<file path="config.mk">
export PLATFORM = sky130hd
export DESIGN_NAME = audio_fx_top
export DESIGN_NICKNAME = d
export VERILOG_FILES = /design/src/rtl/audio_pkg.sv /design/src/rtl/cmd_pkg.sv /design/src/rtl/fx_bus_if.sv /design/src/rtl/audio_fx_top.sv /design/src/rtl/cmd_decoder.sv /design/src/rtl/echo_canceller.sv /design/src/rtl/noise_gate.sv /design/src/rtl/output_select.sv /design/src/rtl/voice_changer.sv
export VERILOG_INCLUDE_DIRS = /design/src /design/src/rtl
export SDC_FILE = /design/constraint.sdc
export NUM_CORES = 1
export LEC_CHECK = 0
export BUFFER_PORTS_ARGS = -buffer_cell sky130_fd_sc_hd__buf_2
export CORE_ASPECT_RATIO = 0.75
export CORE_MARGIN = 1
export CORE_UTILIZATION = 40
export CTS_BUF_LIST = sky130_fd_sc_hd__clkbuf_16
export DETAILED_ROUTE_END_ITERATION = 10
export PLACE_DENSITY = 0.55
export SLEW_MARGIN = 5
export SYNTH_ARGS = -nofsm -noshare
export SYNTH_HDL_FRONTEND = slang
export SYNTH_SLANG_ARGS = --single-unit
</file>
<file path="constraint.sdc">
create_clock -name es1_dlrc -period 6.3 [get_ports es1_dlrc]
set_input_delay 1.26 -clock es1_dlrc [delete_from_list [all_inputs] [get_ports es1_dlrc]]
set_output_delay 1.26 -clock es1_dlrc [all_outputs]
set_load 0.02 [all_outputs]
</file>
<file path="src/rtl/audio_fx_cfg.svh">
// -------------------------------------------------------------------------
// Widths and constants of the audio effects core
// -------------------------------------------------------------------------
`ifndef AUDIO_FX_CFG_SVH
`define AUDIO_FX_CFG_SVH

// pcm sample width, left channel only
`define AFX_SAMPLE_W 16

// echo tap distance in samples
`define AFX_ECHO_DELAY 8

// magnitude added per gate level step
`define AFX_GATE_STEP 256

// magnitude above which the voice led lights
`define AFX_VOICE_THRESH 2048

`endif

</file>
<file path="src/rtl/audio_pkg.sv">
// -------------------------------------------------------------------------
// Sample, magnitude and gate level types with the magnitude helper
// -------------------------------------------------------------------------
`include "audio_fx_cfg.svh"

package audio_pkg;

  typedef logic signed [`AFX_SAMPLE_W-1:0] sample_t;  // two's complement pcm
  typedef logic [`AFX_SAMPLE_W-1:0]        mag_t;
  typedef logic [3:0]                      gate_level_t;  // command low nibble

  localparam sample_t SAMPLE_MAX = {1'b0, {(`AFX_SAMPLE_W-1){1'b1}}};
  localparam sample_t SAMPLE_MIN = {1'b1, {(`AFX_SAMPLE_W-1){1'b0}}};

  // absolute value, most negative sample clips to full scale
  function automatic mag_t mag_of(input sample_t s);
    mag_t m;
    if (s == SAMPLE_MIN) begin
      m = mag_t'(SAMPLE_MAX);
    end else if (s < 0) begin
      m = mag_t'(-s);
    end else begin
      m = mag_t'(s);
    end
    return m;
  endfunction

endpackage

</file>
<file path="src/rtl/cmd_pkg.sv">
// -------------------------------------------------------------------------
// Command byte, opcode, output route and voice change mode types
// -------------------------------------------------------------------------
package cmd_pkg;

  typedef logic [7:0] cmd_byte_t;
  typedef logic [3:0] opcode_t;  // upper nibble of the command byte

  // stage-1 result picked by the output selector
  typedef enum logic [1:0] {
    ROUTE_DRY,
    ROUTE_ECHO,
    ROUTE_CHANGE,
    ROUTE_GATE
  } route_t;

  typedef enum logic {
    CHANGE_OCTAVE,  // sample-hold, one octave down
    CHANGE_RING     // alternating sign
  } change_mode_t;

  // opcodes still in use; separation and the rest fall back to dry
  localparam opcode_t OP_ECHO   = 4'd1;
  localparam opcode_t OP_CHANGE = 4'd2;
  localparam opcode_t OP_GATE   = 4'd3;

endpackage

</file>
<file path="src/rtl/fx_bus_if.sv">
// -------------------------------------------------------------------------
// Stage-1 bus from the effect blocks to the output selector
// -------------------------------------------------------------------------
interface fx_bus_if;
  import audio_pkg::*;
  import cmd_pkg::*;

  logic    valid;    // stage-1 sample strobe
  route_t  route;    // route held when the sample arrived
  sample_t dry;      // unprocessed sample
  sample_t echoed;   // echo cancelled
  sample_t changed;  // voice changed
  sample_t gated;    // noise gated

  modport ctrl (output valid, output route, output dry);
  modport echo (output echoed);
  modport change (output changed);
  modport gate (output gated);

  modport sink (
    input valid,
    input route,
    input dry,
    input echoed,
    input changed,
    input gated
  );

endinterface

</file>
<file path="src/rtl/audio_fx_top.sv">
// -------------------------------------------------------------------------
// Audio command and effects core on the DAC frame clock
// -------------------------------------------------------------------------
module audio_fx_top (
  input  logic               es1_dlrc,
  input  logic               sys_rst,
  input  logic               i_cmd_valid,
  input  cmd_pkg::cmd_byte_t i_cmd_data,
  input  logic               i_sample_valid,
  input  audio_pkg::sample_t i_sample,
  output logic               o_sample_valid,
  output audio_pkg::sample_t o_sample,
  output logic               o_voice_flag
);
  import audio_pkg::*;
  import cmd_pkg::*;

  change_mode_t change_mode;
  gate_level_t  gate_level;

  fx_bus_if u_bus ();

  cmd_decoder u_cmd_decoder (
    .es1_dlrc       (es1_dlrc),
    .sys_rst        (sys_rst),
    .i_cmd_valid    (i_cmd_valid),
    .i_cmd_data     (i_cmd_data),
    .i_sample_valid (i_sample_valid),
    .i_sample       (i_sample),
    .o_change_mode  (change_mode),
    .o_gate_level   (gate_level),
    .bus            (u_bus.ctrl)
  );

  echo_canceller u_echo_canceller (
    .es1_dlrc       (es1_dlrc),
    .sys_rst        (sys_rst),
    .i_sample_valid (i_sample_valid),
    .i_sample       (i_sample),
    .bus            (u_bus.echo)
  );

  voice_changer u_voice_changer (
    .es1_dlrc       (es1_dlrc),
    .sys_rst        (sys_rst),
    .i_sample_valid (i_sample_valid),
    .i_sample       (i_sample),
    .i_change_mode  (change_mode),
    .bus            (u_bus.change)
  );

  noise_gate u_noise_gate (
    .es1_dlrc       (es1_dlrc),
    .sys_rst        (sys_rst),
    .i_sample_valid (i_sample_valid),
    .i_sample       (i_sample),
    .i_gate_level   (gate_level),
    .bus            (u_bus.gate)
  );

  output_select u_output_select (
    .es1_dlrc       (es1_dlrc),
    .sys_rst        (sys_rst),
    .bus            (u_bus.sink),
    .o_sample_valid (o_sample_valid),
    .o_sample       (o_sample),
    .o_voice_flag   (o_voice_flag)
  );

endmodule

</file>
<file path="src/rtl/cmd_decoder.sv">
// -------------------------------------------------------------------------
// Command byte decoder holding route, change mode and gate level,
// and the stage-1 launch of each dry sample
// -------------------------------------------------------------------------
module cmd_decoder (
  input  logic                   es1_dlrc,
  input  logic                   sys_rst,
  input  logic                   i_cmd_valid,
  input  cmd_pkg::cmd_byte_t     i_cmd_data,
  input  logic                   i_sample_valid,
  input  audio_pkg::sample_t     i_sample,
  output cmd_pkg::change_mode_t  o_change_mode,
  output audio_pkg::gate_level_t o_gate_level,
  fx_bus_if.ctrl                 bus
);
  import audio_pkg::*;
  import cmd_pkg::*;

  opcode_t opcode;
  route_t  route_q;

  assign opcode = i_cmd_data[7:4];

  // arbitration on the upper nibble, one byte per strobe
  always_ff @(posedge es1_dlrc or negedge sys_rst) begin
    if (!sys_rst) begin
      route_q       <= ROUTE_DRY;
      o_change_mode <= CHANGE_OCTAVE;
      o_gate_level  <= gate_level_t'(1);
    end else if (i_cmd_valid) begin
      case (opcode)
        OP_ECHO: begin
          route_q <= ROUTE_ECHO;
        end
        OP_CHANGE: begin
          route_q       <= ROUTE_CHANGE;
          o_change_mode <= change_mode_t'(i_cmd_data[0]);  // bit 0 picks the mode
        end
        OP_GATE: begin
          route_q      <= ROUTE_GATE;
          o_gate_level <= gate_level_t'(i_cmd_data[3:0]);
        end
        default: begin
          route_q <= ROUTE_DRY;  // separation and unknown codes pass through
        end
      endcase
    end
  end

  // stage 1 strobe and route, old route wins over a same-edge command
  always_ff @(posedge es1_dlrc or negedge sys_rst) begin
    if (!sys_rst) begin
      bus.valid <= 1'b0;
      bus.route <= ROUTE_DRY;
    end else begin
      bus.valid <= i_sample_valid;
      if (i_sample_valid) begin
        bus.route <= route_q;
      end
    end
  end

  always_ff @(posedge es1_dlrc) begin
    if (i_sample_valid) begin
      bus.dry <= i_sample;  // also feeds the level detector
    end
  end

endmodule

</file>
<file path="src/rtl/echo_canceller.sv">
// -------------------------------------------------------------------------
// Echo canceller: sample delay line and saturating subtraction
// of half the delayed sample
// -------------------------------------------------------------------------
`include "audio_fx_cfg.svh"

module echo_canceller (
  input  logic               es1_dlrc,
  input  logic               sys_rst,
  input  logic               i_sample_valid,
  input  audio_pkg::sample_t i_sample,
  fx_bus_if.echo             bus
);
  import audio_pkg::*;

  localparam int DELAY = `AFX_ECHO_DELAY;

  sample_t                       history [DELAY];  // [0] is the previous sample
  sample_t                       tap_half;
  logic signed [`AFX_SAMPLE_W:0] diff;             // one guard bit
  sample_t                       diff_sat;

  assign tap_half = history[DELAY-1] >>> 1;
  assign diff     = i_sample - tap_half;

  // clip when the guard bit disagrees with the sign
  always_comb begin
    if (diff[`AFX_SAMPLE_W] != diff[`AFX_SAMPLE_W-1]) begin
      diff_sat = diff[`AFX_SAMPLE_W] ? SAMPLE_MIN : SAMPLE_MAX;
    end else begin
      diff_sat = sample_t'(diff);
    end
  end

  // history runs on every strobe, whatever the route
  always_ff @(posedge es1_dlrc or negedge sys_rst) begin
    if (!sys_rst) begin
      for (int i = 0; i < DELAY; i++) begin
        history[i] <= '0;
      end
    end else if (i_sample_valid) begin
      history[0] <= i_sample;
      for (int i = 1; i < DELAY; i++) begin
        history[i] <= history[i-1];
      end
    end
  end

  always_ff @(posedge es1_dlrc) begin
    if (i_sample_valid) begin
      bus.echoed <= diff_sat;
    end
  end

endmodule

</file>
<file path="src/rtl/noise_gate.sv">
// -------------------------------------------------------------------------
// Noise gate with a threshold set by the command level
// -------------------------------------------------------------------------
`include "audio_fx_cfg.svh"

module noise_gate (
  input  logic                   es1_dlrc,
  input  logic                   sys_rst,
  input  logic                   i_sample_valid,
  input  audio_pkg::sample_t     i_sample,
  input  audio_pkg::gate_level_t i_gate_level,
  fx_bus_if.gate                 bus
);
  import audio_pkg::*;

  mag_t mag;
  mag_t thresh;

  assign mag    = mag_of(i_sample);
  assign thresh = mag_t'(i_gate_level) * mag_t'(`AFX_GATE_STEP);  // level 0 opens fully

  // gate output stays silent until the first sample
  always_ff @(posedge es1_dlrc or negedge sys_rst) begin
    if (!sys_rst) begin
      bus.gated <= '0;
    end else if (i_sample_valid) begin
      if (mag < thresh) begin
        bus.gated <= '0;  // below floor
      end else begin
        bus.gated <= i_sample;
      end
    end
  end

endmodule

</file>
<file path="src/rtl/output_select.sv">
// -------------------------------------------------------------------------
// Output source multiplexer and input level detector
// -------------------------------------------------------------------------
`include "audio_fx_cfg.svh"

module output_select (
  input  logic               es1_dlrc,
  input  logic               sys_rst,
  fx_bus_if.sink             bus,
  output logic               o_sample_valid,
  output audio_pkg::sample_t o_sample,
  output logic               o_voice_flag
);
  import audio_pkg::*;
  import cmd_pkg::*;

  sample_t sel;
  logic    loud;

  always_comb begin
    case (bus.route)
      ROUTE_ECHO:   sel = bus.echoed;
      ROUTE_CHANGE: sel = bus.changed;
      ROUTE_GATE:   sel = bus.gated;
      default:      sel = bus.dry;
    endcase
  end

  // level taken on the dry sample, not the processed one
  assign loud = mag_of(bus.dry) > mag_t'(`AFX_VOICE_THRESH);

  always_ff @(posedge es1_dlrc or negedge sys_rst) begin
    if (!sys_rst) begin
      o_sample_valid <= 1'b0;
      o_voice_flag   <= 1'b0;
    end else begin
      o_sample_valid <= bus.valid;
      if (bus.valid) begin
        o_voice_flag <= loud;  // moves with the output strobe
      end
    end
  end

  always_ff @(posedge es1_dlrc) begin
    if (bus.valid) begin
      o_sample <= sel;
    end
  end

endmodule

</file>
<file path="src/rtl/voice_changer.sv">
// -------------------------------------------------------------------------
// Voice changer: octave-down by sample hold, or ring modulation
// by alternating sign
// -------------------------------------------------------------------------
module voice_changer (
  input  logic                  es1_dlrc,
  input  logic                  sys_rst,
  input  logic                  i_sample_valid,
  input  audio_pkg::sample_t    i_sample,
  input  cmd_pkg::change_mode_t i_change_mode,
  fx_bus_if.change              bus
);
  import audio_pkg::*;
  import cmd_pkg::*;

  logic    phase;    // shared by both modes
  sample_t hold_q;
  sample_t neg_sat;
  sample_t fx_out;

  assign neg_sat = (i_sample == SAMPLE_MIN) ? SAMPLE_MAX : -i_sample;

  always_comb begin
    if (!phase) begin
      fx_out = i_sample;
    end else if (i_change_mode == CHANGE_RING) begin
      fx_out = neg_sat;
    end else begin
      fx_out = hold_q;  // repeat the even sample
    end
  end

  always_ff @(posedge es1_dlrc or negedge sys_rst) begin
    if (!sys_rst) begin
      phase <= 1'b0;
    end else if (i_sample_valid) begin
      phase <= ~phase;
    end
  end

  always_ff @(posedge es1_dlrc) begin
    if (i_sample_valid) begin
      if (!phase) begin
        hold_q <= i_sample;  // captured in either mode
      end
      bus.changed <= fx_out;
    end
  end

endmodule

</file>
==> flow_summary_export.csv, run 1 <==
group,metric,value,unit
run_status,outcome,"completed",
worst_setup_path,crit_arrival,4.48,ns
job,cap_viol_max_count,0,
worst_setup_path,r2r-end,"u_echo_canceller.bus.echoed[3]",
cts,clkLatencyLatePin,0.52,ns
worst_setup_path,cp.required,6.67,ns
grt,track_usage,17.83,%
yosys,synth_fp_nets,880,
grt,antenna_found_initial,0,
routing,wirelength,23.12,mm
sta,rsz0062_at_grt,"no",
cts,cts_resized,0,
yosys,syn_avg_cell_area,12.58,um2
layout,areaGrowthSynthToFinish,11.48,%
cts,htreeDepth,1,
cts,clock_sinks,229,
placed_design,dpl.hpwl,15.90,mm
sta,post-route-period-util,65.24,%
routing,dr.first_iter.drc_count,569,
grt,grt.overflow.total,0,
routing,avgRoutedWirePerCell,18.97,um
routing,first_pass_iters,8,
yosys,syn_area,10430,um2
cts,cts_setup_buffers,0,
yosys,ys_ff_latch,229,
sta,hold_slack,0.4826,ns
power_and_ir_drop,powerDensity,379.3,nW/um2
routing,drc,0,
worst_setup_path,path_class,"in2reg",
worst_setup_path,rr_startpoint,"u_echo_canceller.history[1]",
grt,grt_pass1_vias,6293,
layout,post-route-util,46.01,%
worst_hold_path,min_from,"u_echo_canceller.history[26]",
cts,clock_path_buffers,3,
yosys,synth_top_area_share,35.50,%
worst_hold_path,hp-class,"reg2reg",
sta,max_clock_freq,0.2433,GHz
yosys,ys.flop_type,"dfrtp_1",
placed_design,dp_slack,1.674,ns
yosys,ys_types,67,
worst_setup_path,cp_max_fo,16,
cts,clockRootBuffer,"clkbuf_16",
worst_hold_path,holdPathEnd,"u_echo_canceller.history[10]",
power_and_ir_drop,p_leak,4.739,nW
cts,cts_tree,"yes",
placed_design,port-buffer-count,45,
floorplan,std_cell_rows,50,
placed_design,place_area,10950,um2
sta,worstMarginPinSlew,1.089,ns
sta,setup_slack,2.190,ns
yosys,seq_area_frac_synth,58.79,%
yosys,synth-edff-count,80,
yosys,netlist.top_cell.by_area,"dfrtp_1",
routing,vias_per_cell,5.331,
sta,finalSetupViolations,0,
routing,final_antenna_net_count,0,
floorplan,io_pins,46,
floorplan,start_util,41.27,%
cts,cts_made_buffers,23,
cts,clkTransAtPathRegs,0.07,ns
grt,grt_pass1_wl,36.79,mm
sta,clock_skew,0.01840,ns
layout,instances_no_fill,1219,
layout,antennaDiodeCount,0,
placed_design,gp_congestion,0.9005,
sta,slew_violations,0,
worst_setup_path,worstSetupEndpointType,"flip-flop",
floorplan,die_h,141.9,um
power_and_ir_drop,finalPower,4.411,mW
layout,final_nets,916,
yosys,async_flop_share,65.07,%
layout,drive_gt1_share,25.43,%
yosys,yosysWarnings,0,
worst_hold_path,hold_depth,2,
power_and_ir_drop,ir_worst_vdd,0.0002003,V
layout,final_cell_area,11630,um2
worst_setup_path,reg2reg_slack,2.97,ns
routing,route.vias.total,6498,
placed_design,dpl.cell_count,1178,
sta,tns,0,ns
cts,hold_buffers,0,
yosys,synthCells,829,
sta,relSlewSlack,27.37,%
grt,grt_max_degree,86,
yosys,synth_area_leaders,"dfrtp_1 36%, edfxtp_1 23%, mux2_2 11%",
sta,final-hold-violation-count,0,
worst_setup_path,crit_path_start_kind,"input pin",
floorplan,core-area,25270,um2
floorplan,die_w,188.5,um
sta,period_minus_slack,4.110,ns
floorplan,die_area,26730,um2
worst_setup_path,ff2ff_path_depth,10,
==> Yosys cell counts, types with 2 or more instances <==
library cell	n
o21a_1	7
edfxtp_1	80
or2_2	2
nor2_1	25
o21ai_2	7
nand2_1	62
o311ai_0	3
o2111ai_1	2
nand4_1	6
nand2b_1	19
a21o_1	5
mux2_2	99
nor2b_1	4
or3_1	7
a211o_1	3
inv_1	46
buf_1	4
xor2_1	8
nand3_1	21
o22ai_1	2
o31ai_1	2
nor3_1	12
nor3_2	2
ha_1	22
o211ai_1	2
buf_6	5
xnor2_1	11
a21oi_1	54
o41ai_1	2
a22oi_1	3
buf_2	2
clkbuf_1	30
dfrtp_1	148
o21ai_0	63
a31oi_1	8
nor4_1	2
a211oi_1	2
mux4_2	16
nand3b_1	2
maj3_1	2
==> cell families after synthesis <==
family / after synthesis / share of synthesized area, %
flip-flops: 229 / 58.79
AND/OR/NAND/NOR: 178 / 8.672
AO/OA/AOI/OAI: 175 / 10.17
multiplexers: 116 / 14.24
buffers and inverters: 87 / 3.514
adder cells (fa/ha/maj): 25 / 3.023
XOR/XNOR: 19 / 1.595
==> how the worst max path moves through the flow <==
stage | depth (start not counted) | end | from
finish | 14 | u_noise_gate.bus.gated[0] | i_sample[4]
global route | 14 | u_noise_gate.bus.gated[2] | i_sample[5]
CTS | 14 | u_noise_gate.bus.gated[0] | i_sample[4]
detailed placement | 14 | u_noise_gate.bus.gated[12] | i_sample[5]
global placement | 14 | u_noise_gate.bus.gated[0] | i_sample[4]
floorplan | 14 | u_noise_gate.bus.gated[0] | i_sample[4]
==> registers in the layout, summed over array words and instances (netlist names) <==
name                            cells
u_cmd_decoder.bus.dry              16
u_cmd_decoder.route_q               2
u_voice_changer.hold_q             16
u_voice_changer.bus.changed        16
u_noise_gate.bus.gated             16
u_echo_canceller.bus.echoed        16
u_cmd_decoder.bus.valid             1
u_cmd_decoder.o_change_mode         1
u_cmd_decoder.bus.route             2
u_output_select.o_sample           16
u_cmd_decoder.o_gate_level          4
u_voice_changer.phase               1
u_output_select.o_sample_valid      1
u_echo_canceller.history          120
u_output_select.o_voice_flag        1
==> per-layer routing <==
layer,global-route usage (%),routed length (um)
met4,3.693,402
met5,0,0
met1,28.84,12040
met2,23.70,8909
met3,4.205,1772
==> cells in the final DEF (no fill, tap or decap), types with 4 or more instances in the layout <==
cell type  count
a21o_1         5
a21oi_1       54
a31oi_1        8
buf_2         43
buf_4          7
clkbuf_16     24
dfrtp_1      148
edfxtp_1      80
ha_1          22
inv_1         55
inv_2          4
mux2_2        99
mux4_2        16
nand2_1       62
nand2b_1      19
nand3_1       21
nand4_1        6
nor2_1        25
nor2b_1        4
nor3_1        12
o21a_1         7
o21ai_0       63
o21ai_2        7
or3_1          7
xnor2_1       11
xor2_1         8
==> area by class of cell <==
cell class / instances / area, um2
clock buffers: 24 / 600.6
clock inverters: 17 / 75.07
fillers: 2325 / 13650
inverters: 46 / 172.7
multi-input cells: 513 / 3933
flip-flops and latches: 229 / 6132
well taps: 338 / 422.9
repair buffers: 52 / 292.8
==> worst max-delay path, stage by stage <==
cell and delay (ns):
buf_2 0.15, nor3_4 0.27, nand3_1 0.14, or3_1 0.43
or3_2 0.48, o21ai_0 0.17, o21ai_0 0.10, ha_1 0.19
nor2_1 0.14, nand2_1 0.07, nor3_1 0.19, a31oi_1 0.10
a211oi_4 0.69, nor2_1 0.11
==> where the power goes <==
part | switching, mW | internal (mW) | total (mW)
Clock | 0.562 | 0.687 | 1.25
Combinational | 0.622 | 0.453 | 1.07
Sequential | 0.156 | 1.93 | 2.09
Power figures use the tool's default switching activity.
==> run 2: changes to the inputs <==
PLACE_DENSITY = 0.57   (was 0.55)
clock period = 3.3 ns   (was 6.3 ns; I/O delays follow)
==> run 2 against run 1 <==
Net effect:
- sequential power rose by 93%
- register-to-register slack got worse by 2.5 ns
- largest power group unchanged
- clock power up 110%
- via count increased by 2.4%
- first-iteration DRC count up 11%
- design area rose by 3.9%
==> flow_summary_export.csv, run 2 (synthesized netlist as in run 1, its figures left out) <==
group,metric,value,unit
floorplan,die_h,141.9,um
sta,finalSetupViolations,0,
routing,top_layer,"met4",
routing,wl_met1,12.10,mm
worst_setup_path,rr_startpoint,"u_echo_canceller.history[1]",
grt,antenna_found_initial,0,
worst_setup_path,reg2reg_slack,0.42,ns
cts,cts_resized,0,
routing,final_antenna_net_count,0,
floorplan,io_pins,46,
layout,largest_reg_flops,120,
placed_design,dpl.hpwl,16.40,mm
layout,multi_input_area,3933,um2
worst_setup_path,cpMaxStageDelayCell,"dfrtp_1",
placed_design,port-buffer-count,45,
cts,clkTransAtPathRegs,0.06,ns
worst_setup_path,slowest_delay,0.41,ns
placed_design,gp_congestion,0.8596,
worst_setup_path,cp.required,3.54,ns
routing,vias_per_cell,5.273,
grt,grt_max_degree,85,
worst_setup_path,r2r-end,"u_echo_canceller.bus.echoed[6]",
cts,hold_buffers,0,
worst_setup_path,path_cells,"ha_1 > inv_1 > fa_1 > a211o_1 > a21oi_1 > o21ai_0 > nand2_1 > a32oi_1 > buf_4 > maj3_1",
layout,layout_commonest_cell,"dfrtp_1",
sta,relSlewSlack,38.09,%
sta,period_minus_slack,2.876,ns
routing,wirelength,23.31,mm
sta,slew_violations,0,
power_and_ir_drop,powerDensity,726.5,nW/um2
routing,avgRoutedWirePerCell,18.47,um
layout,regArea,6132,um2
sta,post-route-period-util,87.16,%
layout,final_nets,959,
sta,setup_slack,0.4236,ns
routing,wl_met3,1.490,mm
worst_setup_path,path_class,"reg2reg",
sta,final-hold-violation-count,0,
worst_setup_path,cp_max_fo,4,
cts,cts_setup_buffers,0,
layout,regMostFlops,"u_echo_canceller.history",
sta,worstMarginPinSlew,0.9286,ns
grt,track_usage,17.86,%
worst_hold_path,hp-class,"in2async",
layout,drive_gt1_share,29.22,%
cts,clock_sinks,229,
routing,wl_met2,9.344,mm
sta,rsz0062_at_grt,"no",
floorplan,core-area,25270,um2
grt,grt_pass1_wl,36.89,mm
grt,grt_pass1_vias,6384,
routing,dr.first_iter.drc_count,633,
worst_setup_path,worstSetupEndpointType,"flip-flop",
routing,drc,0,
job,cap_viol_max_count,0,
sta,clock_skew,0.01318,ns
layout,fillCellCount,2272,
cts,clkLatencyLatePin,0.51,ns
layout,areaGrowthSynthToFinish,15.82,%
routing,first_pass_iters,5,
routing,route.vias.total,6654,
layout,final_cell_mix,"148 x dfrtp_1, 99 x mux2_2, 80 x edfxtp_1",
power_and_ir_drop,p_leak,4.975,nW
floorplan,die_area,26730,um2
floorplan,die_w,188.5,um
worst_setup_path,crit_arrival,3.12,ns
placed_design,dp_slack,-0.05258,ns
power_and_ir_drop,finalPower,8.777,mW
layout,antennaDiodeCount,0,
grt,grt.overflow.total,0,
floorplan,start_util,41.27,%
power_and_ir_drop,ir_worst_vdd,0.0003883,V
cts,clockRootBuffer,"clkbuf_16",
sta,max_clock_freq,0.3477,GHz
cts,htreeDepth,1,
cts,cts_made_buffers,23,
sta,tns,0,ns
cts,cts_tree,"yes",
floorplan,std_cell_rows,50,
cts,clock_path_buffers,3,
worst_setup_path,crit_path_start_kind,"flip-flop",
run_status,outcome,"completed",
worst_setup_path,ff2ff_path_depth,10,
## run 2: worst max path at each step
stage                                     start                              end  slack, ns  cells past startpoint
floorplan                           i_sample[4]        u_noise_gate.bus.gated[0]       0.07                     14
global placement                    i_sample[4]       u_noise_gate.bus.gated[13]      0.002                     15
detailed placement                  i_sample[4]       u_noise_gate.bus.gated[13]      -0.05                     15
CTS                 u_echo_canceller.history[1]   u_echo_canceller.bus.echoed[6]       0.42                     10
global route        u_echo_canceller.history[1]  u_echo_canceller.bus.echoed[14]       0.21                     10
finish              u_echo_canceller.history[1]   u_echo_canceller.bus.echoed[6]       0.42                     10
## run 2: power breakdown
group          switching (mW)  total, mW  internal [mW]
combinational            1.12       2.12          0.996
sequential              0.354       4.04           3.69
clock                    1.07       2.62           1.55
total                    2.54       8.78           6.23
## run 2: critical path, delay by kind of cell, from the launching register on
family / cells / cell delay, ns
adders and majority gates: 3 / 0.93
and+or+nand+nor: 1 / 0.10
AOI/OAI and AO/OA: 4 / 0.94
buffers and inverters: 2 / 0.25
DFF: 1 / 0.41
## run 2: metrics by stage
stage	hold WS, ns	std cells	util, %	instance area, um2
final	0.05365	1262	47.80	12080
after global routing	0.06009	1262	47.80	12080
after CTS	0.04996	1262	47.80	12080
after detailed placement	0.4702	1221	44.81	11330
after global placement	0.4619	1221	44.81	11330
after floorplan	0.3644	829	-	10430
## run 2: final cells by class
type,count,share of cell area (%)
inverter,46,1.429
timing repair buffer,95,5.510
sequential,229,50.76
tap,338,3.500
multi-input combinational,513,32.55
clock inverter,17,1.284
clock buffer,24,4.971
## run 2: layer usage
metal	vias to the layer above	GRT usage (%)
met4	0	3.438
met1	3244	28.35
met2	182	24.61
li1	3201	-
met3	27	4.056
met5	-	0
